==> src/include/hm_defs.svh <==
`ifndef HM_TX_DEFS_SVH
`define HM_TX_DEFS_SVH

// memory read requester constants

// every request is two 64-bit beats on trn_td
`define HM_TX_BEATS 2

// stall cycles before an unaccepted first beat is dropped
`define HM_TX_TIMEOUT_DEFAULT 65535

// fixed tag, the completer echoes it back in the completion
`define HM_TX_TAG 8'h38

// 32 dw per read, max payload size of the root complex
`define HM_TX_LEN_DW 10'd32

// attr[1:0] is {relaxed ordering, no snoop}
`define HM_TX_ATTR 2'b01

// byte enables, both all ones for a multi dw read
`define HM_TX_FIRST_BE 4'hf
`define HM_TX_LAST_BE 4'hf

`endif

==> src/source/hm_pkg.sv <==
package hm_pkg;

  // requester state
  typedef enum logic {
    HM_STATE_IDLE = 1'b0, // waiting for tx_start
    HM_STATE_SEND = 1'b1  // frame open on trn
  } hm_state_t;

  // tlp fmt field for a read, no data in either case
  typedef enum logic [2:0] {
    HM_FMT_3DW_NODATA = 3'b000, // address below 4 GB
    HM_FMT_4DW_NODATA = 3'b001  // 64-bit address
  } hm_fmt_t;

  // memory read type field
  localparam logic [4:0] HM_TYPE_MRD = 5'b00000;

  // one trn data beat, dw0 in the upper half
  typedef logic [63:0] hm_beat_t;

endpackage

==> src/source/hm_tx_fsm.sv <==
`timescale 1ns/1ps

module hm_tx_fsm import hm_pkg::*; (
  input  logic      trn_clk,
  input  logic      rst,
  input  logic      tx_start,
  input  logic      trn_tdst_rdy_n,
  input  logic      last_beat,     // beat 1 on the bus
  input  logic      first_done,    // beat 0 already accepted
  input  logic      expired,       // stall limit hit at this edge
  output logic      tx_end,
  output logic      timeout,
  output logic      trn_cyc_n,
  output logic      trn_tsrc_rdy_n,
  output logic      trn_tsof_n,
  output logic      trn_teof_n,
  output logic      load,          // latch address and header
  output logic      advance,       // switch trn_td to beat 1
  output logic      clear,         // frame over, back to zero
  output logic      count_en,      // stall cycle on beat 0
  output logic      beat_inc,      // beat accepted
  output logic      sent,          // frame completed
  output logic      timed_out,     // frame dropped
  output hm_state_t stat_state
);

  hm_state_t state;
  logic      accept;

  // a beat moves when both ready strobes are low at the edge
  assign accept = (state == HM_STATE_SEND) && !trn_tsrc_rdy_n && !trn_tdst_rdy_n;

  assign load      = (state == HM_STATE_IDLE) && tx_start; // start ignored while busy
  assign beat_inc  = accept;
  assign advance   = accept && !last_beat;
  assign sent      = accept && last_beat;

  // stalls only count until beat 0 goes through
  assign count_en  = (state == HM_STATE_SEND) && trn_tdst_rdy_n && !first_done;

  // once beat 0 is out the frame must finish, no half frame on the link
  assign timed_out = expired && !first_done;

  assign clear      = sent || timed_out;
  assign stat_state = state;

  always_ff @(posedge trn_clk) begin
    if (rst) begin
      state          <= HM_STATE_IDLE;
      tx_end         <= 1'b0;
      timeout        <= 1'b0;
      trn_cyc_n      <= 1'b1;
      trn_tsrc_rdy_n <= 1'b1;
      trn_tsof_n     <= 1'b1;
      trn_teof_n     <= 1'b1;
    end else begin
      tx_end  <= sent;      // one cycle pulses
      timeout <= timed_out;
      case (state)
        HM_STATE_IDLE: begin
          if (load) begin
            // present beat 0 right away
            state          <= HM_STATE_SEND;
            trn_cyc_n      <= 1'b0;
            trn_tsrc_rdy_n <= 1'b0;
            trn_tsof_n     <= 1'b0;
            trn_teof_n     <= 1'b1;
          end
        end
        HM_STATE_SEND: begin
          if (sent || timed_out) begin
            // close the frame, all strobes back high
            state          <= HM_STATE_IDLE;
            trn_cyc_n      <= 1'b1;
            trn_tsrc_rdy_n <= 1'b1;
            trn_tsof_n     <= 1'b1;
            trn_teof_n     <= 1'b1;
          end else if (advance) begin
            trn_tsof_n <= 1'b1; // beat 1 is the last one
            trn_teof_n <= 1'b0;
          end
        end
        default: state <= HM_STATE_IDLE;
      endcase
    end
  end

endmodule

==> src/source/hm_tx_timer.sv <==
`timescale 1ns/1ps
`include "hm_defs.svh"

module hm_tx_timer #(
  parameter int unsigned timeout_cycles = `HM_TX_TIMEOUT_DEFAULT
) (
  input  logic trn_clk,
  input  logic rst,
  input  logic clear,     // frame finished or dropped
  input  logic count_en,  // beat 0 stalled this cycle
  input  logic beat_inc,  // beat accepted this cycle
  output logic last_beat,
  output logic first_done,
  output logic expired
);

  // at least one bit even for a single beat frame
  localparam int beat_w = ($clog2(`HM_TX_BEATS) > 0) ? $clog2(`HM_TX_BEATS) : 1;

  logic [beat_w-1:0] beat_idx;  // beat currently on trn_td
  logic [31:0]       stall_cnt; // stall cycles on beat 0

  always_ff @(posedge trn_clk) begin
    if (rst || clear) begin
      beat_idx  <= '0;
      stall_cnt <= '0;
    end else begin
      if (beat_inc) begin
        beat_idx <= beat_idx + 1'b1;
      end
      if (count_en) begin
        stall_cnt <= stall_cnt + 1'b1;
      end
    end
  end

  assign last_beat  = (beat_idx == beat_w'(`HM_TX_BEATS - 1));
  assign first_done = (beat_idx != '0);

  // count reaches the limit at this edge
  assign expired = count_en && (stall_cnt == 32'(timeout_cycles - 1));

endmodule

==> src/source/hm_tx_hdr.sv <==
`timescale 1ns/1ps
`include "hm_defs.svh"

module hm_tx_hdr import hm_pkg::*; (
  input  logic        trn_clk,
  input  logic        rst,
  input  logic        load,     // start of request
  input  logic        advance,  // beat 0 accepted
  input  logic        clear,    // frame closed
  input  logic [63:0] hm_addr,
  input  logic [7:0]  cfg_bus_number,
  input  logic [4:0]  cfg_device_number,
  input  logic [2:0]  cfg_function_number,
  output hm_beat_t    trn_td,
  output logic        trn_trem_n
);

  hm_fmt_t     fmt;
  logic [15:0] req_id;
  hm_beat_t    beat0;
  hm_beat_t    beat1;
  hm_beat_t    beat1_q;  // held until beat 0 goes through
  logic        rem_n_q;

  // 3 dw header whenever the upper address word is zero
  assign fmt = (hm_addr[63:32] == 32'h0) ? HM_FMT_3DW_NODATA : HM_FMT_4DW_NODATA;

  assign req_id = {cfg_bus_number, cfg_device_number, cfg_function_number};

  // dw0 and dw1 of the request header
  assign beat0 = {
    fmt,              // fmt
    HM_TYPE_MRD,      // type, memory read
    8'h00,            // reserved, tc 0, reserved
    2'b00,            // td, ep
    `HM_TX_ATTR,      // no snoop
    2'b00,            // at, untranslated
    `HM_TX_LEN_DW,    // length in dw
    req_id,
    `HM_TX_TAG,
    `HM_TX_LAST_BE,
    `HM_TX_FIRST_BE
  };

  // dw2 (and dw3), low address bits are dw aligned
  assign beat1 = (fmt == HM_FMT_3DW_NODATA) ? {hm_addr[31:2], 2'b00, 32'h0}
                                             : {hm_addr[63:2], 2'b00};

  // second beat and its remainder flag kept aside until beat 0 is accepted
  always_ff @(posedge trn_clk) begin
    if (load) begin
      beat1_q <= beat1;
      rem_n_q <= (fmt == HM_FMT_3DW_NODATA); // only upper dw valid on 3 dw
    end
  end

  always_ff @(posedge trn_clk) begin
    if (rst || clear) begin
      trn_td     <= '0;
      trn_trem_n <= 1'b1;
    end else if (load) begin
      trn_td     <= beat0;
      trn_trem_n <= 1'b1;
    end else if (advance) begin
      trn_td     <= beat1_q;
      trn_trem_n <= rem_n_q;
    end
  end

endmodule

==> src/source/hm_tx_stats.sv <==
`timescale 1ns/1ps

module hm_tx_stats (
  input  logic        trn_clk,
  input  logic        rst,
  input  logic        sent,            // frame completed
  input  logic        timed_out,       // frame dropped on stall
  input  logic        trn_terr_drop_n, // core dropped a tlp
  output logic [31:0] stat_trn_cpt_tx,
  output logic [31:0] stat_trn_cpt_drop,
  output logic [31:0] stat_trn_cpt_timeout
);

  // all three wrap on overflow
  always_ff @(posedge trn_clk) begin
    if (rst) begin
      stat_trn_cpt_tx      <= '0;
      stat_trn_cpt_drop    <= '0;
      stat_trn_cpt_timeout <= '0;
    end else begin
      if (sent) begin
        stat_trn_cpt_tx <= stat_trn_cpt_tx + 1'b1;
      end
      // drop flag counted in any state, once per cycle low
      if (!trn_terr_drop_n) begin
        stat_trn_cpt_drop <= stat_trn_cpt_drop + 1'b1;
      end
      if (timed_out) begin
        stat_trn_cpt_timeout <= stat_trn_cpt_timeout + 1'b1;
      end
    end
  end

endmodule

==> src/source/hm_tx.sv <==
`timescale 1ns/1ps
`include "hm_defs.svh"

module hm_tx import hm_pkg::*; #(
  parameter int unsigned timeout_cycles = `HM_TX_TIMEOUT_DEFAULT
) (
  input  logic        trn_clk,
  input  logic        rst,
  input  logic        tx_start,
  output logic        tx_end,
  output logic        timeout,
  input  logic [63:0] hm_addr,
  input  logic [7:0]  cfg_bus_number,
  input  logic [4:0]  cfg_device_number,
  input  logic [2:0]  cfg_function_number,
  // trn transmit side of the core
  output logic        trn_cyc_n,
  output hm_beat_t    trn_td,
  output logic        trn_tsof_n,
  output logic        trn_teof_n,
  output logic        trn_trem_n,
  output logic        trn_tsrc_rdy_n,
  input  logic        trn_tdst_rdy_n,
  input  logic        trn_terr_drop_n,
  // statistics and status
  output logic [31:0] stat_trn_cpt_tx,
  output logic [31:0] stat_trn_cpt_drop,
  output logic [31:0] stat_trn_cpt_timeout,
  output hm_state_t   stat_state
);

  logic load, advance, clear;              // fsm to header
  logic count_en, beat_inc;                // fsm to timer
  logic last_beat, first_done, expired;    // timer back to fsm
  logic sent, timed_out;                   // fsm to stats

  hm_tx_fsm fsm0 (
    .trn_clk, .rst, .tx_start, .trn_tdst_rdy_n,
    .last_beat, .first_done, .expired,
    .tx_end, .timeout,
    .trn_cyc_n, .trn_tsrc_rdy_n, .trn_tsof_n, .trn_teof_n,
    .load, .advance, .clear, .count_en, .beat_inc,
    .sent, .timed_out, .stat_state
  );

  hm_tx_timer #(.timeout_cycles(timeout_cycles)) timer0 (
    .trn_clk, .rst, .clear, .count_en, .beat_inc,
    .last_beat, .first_done, .expired
  );

  hm_tx_hdr hdr0 (
    .trn_clk, .rst, .load, .advance, .clear, .hm_addr,
    .cfg_bus_number, .cfg_device_number, .cfg_function_number,
    .trn_td, .trn_trem_n
  );

  hm_tx_stats stats0 (
    .trn_clk, .rst, .sent, .timed_out, .trn_terr_drop_n,
    .stat_trn_cpt_tx, .stat_trn_cpt_drop, .stat_trn_cpt_timeout
  );

endmodule

==> config.mk <==
export PLATFORM = sky130hd
export DESIGN_NAME = hm_tx
export DESIGN_NICKNAME = d
export VERILOG_FILES = /design/src/source/hm_pkg.sv /design/src/source/hm_tx_fsm.sv /design/src/source/hm_tx_timer.sv /design/src/source/hm_tx_hdr.sv /design/src/source/hm_tx_stats.sv /design/src/source/hm_tx.sv
export VERILOG_INCLUDE_DIRS = /design/src /design/src/include
export SDC_FILE = /design/constraint.sdc
export NUM_CORES = 1
export LEC_CHECK = 0
export BUFFER_PORTS_ARGS = -buffer_cell sky130_fd_sc_hd__buf_2
export CAP_MARGIN = 40
export CORE_MARGIN = 8
export CORE_UTILIZATION = 37
export CTS_CLUSTER_DIAMETER = 80
export DETAILED_ROUTE_END_ITERATION = 8
export SETUP_SLACK_MARGIN = 0.5
export SYNTH_ARGS = -nofsm -noshare
export SYNTH_HDL_FRONTEND = slang
export SYNTH_SLANG_ARGS = --single-unit
==> constraint.sdc <==
create_clock -name trn_clk -period 3.9 [get_ports trn_clk]
set_clock_uncertainty 0.2 [all_clocks]
set_input_delay 0.78 -clock trn_clk [delete_from_list [all_inputs] [get_ports trn_clk]]
set_output_delay 0.78 -clock trn_clk [all_outputs]
set_load 0.005 [all_outputs]
==> results.ini <==
[finish]
nNetsFinal=1474
multi_input_area_um2=4674
syn_to_final_growth_pct=24.00
regArea_um2=5876
nFillCells=2832
drive_gt1_share_pct=23.79

[logic_synthesis]
synthDistinctLibCells=46
synthCells=1153
ys_warn_count=0
synth_area_um2=10880
ys_seq_area_share_pct=54.00
synth.area.mux_share_pct=0.3910
synth_flop_cell=dfxtp_1
synth_top_family_by_area=simple AND/OR/NAND/NOR gates
synthArstFlopShare_pct=0
synth-adder-area-share_pct=0.5750
synth_edf_count=63
synth_xor_area_share_pct=6.842
synth-compound-area-share_pct=9.637
synth.avg_cell_area_um2=9.437
synthSimpleGateAreaFrac_pct=25.31
synth_nets=1243
ys_ff_latch=262

[worst_setup_path]
reg2reg_depth=6
r2r-start=timer0.stall_cnt[1]
worstPathMaxFanout=23
arrival_ps=3290
r2r_end=stats0.stat_trn_cpt_timeout[31]
rrSetupSlack_ps=880
crit_type=register to register
setup.worst_path.start_class=register
crit_path_end_kind=register
critical_path_required_ps=4170

[timing]
drv_slew=0
finalSetupTns_ps=0
final-setup-viol-count=0
period_needed_ps=3020
layout_setup_ws_ps=880.2
fin_crit_sh_pct=77.43
slew_headroom_pct=44.47
grt_setup_unrepaired=false
tightest_slew_ps=829.8
fmax_mhz=331.1
finalHoldViolCount=0

[floorplan]
row_count=62
fp.dieArea_um2=35150
initial_core_util_pct=37.70
ioPinCount=253
fp.dieH_um=187.5
core-area_um2=28860
dieWidth_um=187.5

[global_route]
antenna_found_initial=3
grt_pass1_vias=8773
use_met3_pct=5.761
grtUsageMet1_pct=20.45
top_usage_layer=met2
grt-ovfl-total=0
grt_max_degree=63
grt_pass1_wl_um=47070
use_met2_pct=24.97
grt_usage_pct=15.85

[power_and_ir_drop]
p_leak_uw=0.005438
power.density_nw_per_um2=436.8
ir_drop_uv=382.4

[placement]
dp_hpwl_um=20640
io_buffers=250
routabilityCongestion=0.7699
dp_slack_ps=702.9

[clock_network]
clock_latency_ps=540
cts_buffer_depth=3
numClockSinks=262
numCtsBuffers=28
cts_hold_buf=0
post-cts-setup-buffers=0
root_buffer=clkbuf_16
cts_tree=built
cts_resized=0
path_clk_slew_ps=60
h-tree-depth=1

[min_path]
min_path_type=input pin to register
hp-start=hm_addr[33]
holdPathEnd=hdr0.beat1_q[33]
hold_depth=1

[routing]
wirelength_um=29580
drc=0
ant_nets=0
vias=9161
drt_iter0_drc=514
vias_per_cell=5.121
first_pass_iters=5
wl_per_cell_um=16.53

[run]
maxCapViolations=0

[run_status]
status=finished, final reports clean

==> layer usage <==
| metal | share of wire, % | routed length (µm) | vias to the layer above |
|---|---|---|---|
| li1 | - | - | 4543 |
| met1 | 45 | 13370 | 4305 |
| met2 | 44 | 12910 | 264 |
| met3 | 8.9 | 2619 | 45 |
| met4 | 2.2 | 647 | 4 |
| met5 | 0.078 | 23 | - |
==> cell usage in the layout (no fill, tap or decap), drive strengths merged, types with 7 or more instances in the layout <==
cell,synthesis,routed
buf,18,272
dfxtp,199,199
nand2,126,126
nor2,117,117
a21oi,87,87
edfxtp,63,63
xor2,50,50
nand4,46,46
nand3,44,44
clkbuf,53,41
nor3,39,39
nor2b,37,37
xnor2,35,35
a21o,34,34
nor4,30,30
o21ai,25,25
or3,23,23
and3,17,17
a22oi,17,17
or4,17,17
and4,16,16
inv,15,14
o31ai,12,12
and2,8,8
clkinv,0,7
==> kinds of logic (layout without fill, tap and decap cells) <==
family / after synthesis / in the layout
xor+xnor: 85 / 85
mux: 4 / 4
fa+ha+maj: 5 / 5
compound gates: 177 / 177
flops: 262 / 262
simple gates: 534 / 534
buf+inv: 86 / 337
other cells: 0 / 1
==> per-stage QoR <==
stage	hold WS [ps]	utilization [%]	std cells	total power (µW)	instance area, µm²
after global placement	239.4	43.43	1738	3229	12530
after floorplan	233.0	-	1153	3085	10880
after global routing	212.6	46.74	1788	6111	13490
after detailed placement	244.0	43.43	1738	3233	12530
after CTS	209.1	46.74	1788	5966	13490
final	235.8	46.75	1789	5893	13490
==> cell usage after synthesis (2+ instances only) <==
| library cell | number | area [µm²] |
|---|---|---|
| and2_1 | 7 | 43.79 |
| buf_2 | 11 | 55.05 |
| edfxtp_1 | 63 | 1892 |
| ha_1 | 5 | 62.56 |
| nand4_1 | 44 | 275.3 |
| or4_1 | 16 | 120.1 |
| nor4_2 | 3 | 37.54 |
| mux2_2 | 2 | 22.52 |
| nor3b_1 | 2 | 15.01 |
| nand4b_1 | 2 | 17.52 |
| xnor2_1 | 35 | 306.5 |
| nand2b_1 | 4 | 25.02 |
| or2_2 | 2 | 12.51 |
| clkbuf_1 | 52 | 195.2 |
| a22oi_1 | 17 | 127.6 |
| or3_1 | 23 | 143.9 |
| xor2_1 | 50 | 437.9 |
| o31ai_1 | 12 | 90.09 |
| nor4_1 | 27 | 168.9 |
| a21oi_1 | 87 | 435.4 |
| nor2b_1 | 37 | 231.5 |
| o21ai_0 | 25 | 125.1 |
| and3_1 | 17 | 106.4 |
| dfxtp_1 | 199 | 3984 |
| and4_1 | 16 | 140.1 |
| nor3_1 | 39 | 195.2 |
| nor2_1 | 117 | 439.2 |
| buf_1 | 4 | 15.01 |
| nand2_1 | 126 | 473.0 |
| a21o_1 | 34 | 255.2 |
| mux2i_1 | 2 | 20.02 |
| nand3_1 | 44 | 220.2 |
| inv_1 | 15 | 56.30 |
| buf_4 | 2 | 15.01 |
==> worst max-delay path by stage <==
stage,start,endpoint,slack (ps),depth (start not counted)
detailed placement,trn_tdst_rdy_n,stats0.stat_trn_cpt_timeout[31],700,6
global placement,trn_tdst_rdy_n,stats0.stat_trn_cpt_timeout[31],700,6
floorplan,trn_tdst_rdy_n,stats0.stat_trn_cpt_timeout[30],1110,7
global route,timer0.stall_cnt[1],stats0.stat_trn_cpt_timeout[31],770,6
CTS,timer0.stall_cnt[1],stats0.stat_trn_cpt_timeout[31],870,6
finish,timer0.stall_cnt[1],stats0.stat_trn_cpt_timeout[31],880,6
==> cell type report <==
type | instances | share of cell area [%]
antenna | 1 | 0.01855
multi-input combinational | 805 | 34.65
clock buffer | 41 | 6.380
inverter | 15 | 0.4266
clock inverter | 9 | 0.7141
timing repair buffer | 272 | 10.70
tap | 384 | 3.561
sequential | 262 | 43.55
==> where the power goes <==
group          switching (µW)  internal (µW)  leakage, µW
Combinational             165            113      0.00275
Sequential               33.5           2860      0.00221
Clock                    1080           1650     0.000475
==> worst max-delay path: stages (launching register included) <==
cell and delay (ps):
dfxtp_1 420, ha_1 170, nor3b_1 330, nand4_4 240, or4_1 870, or4_1 580, a21oi_1 140
==> sequential cells by signal, summed over array words and instances (netlist names), 32 cells and up <==
name	count
stats0.stat_trn_cpt_drop	32
stats0.stat_trn_cpt_tx	32
stats0.stat_trn_cpt_timeout	32
hdr0.beat1_q	62
timer0.stall_cnt	32
hdr0.trn_td	63
(Power assumes the default switching activity.)
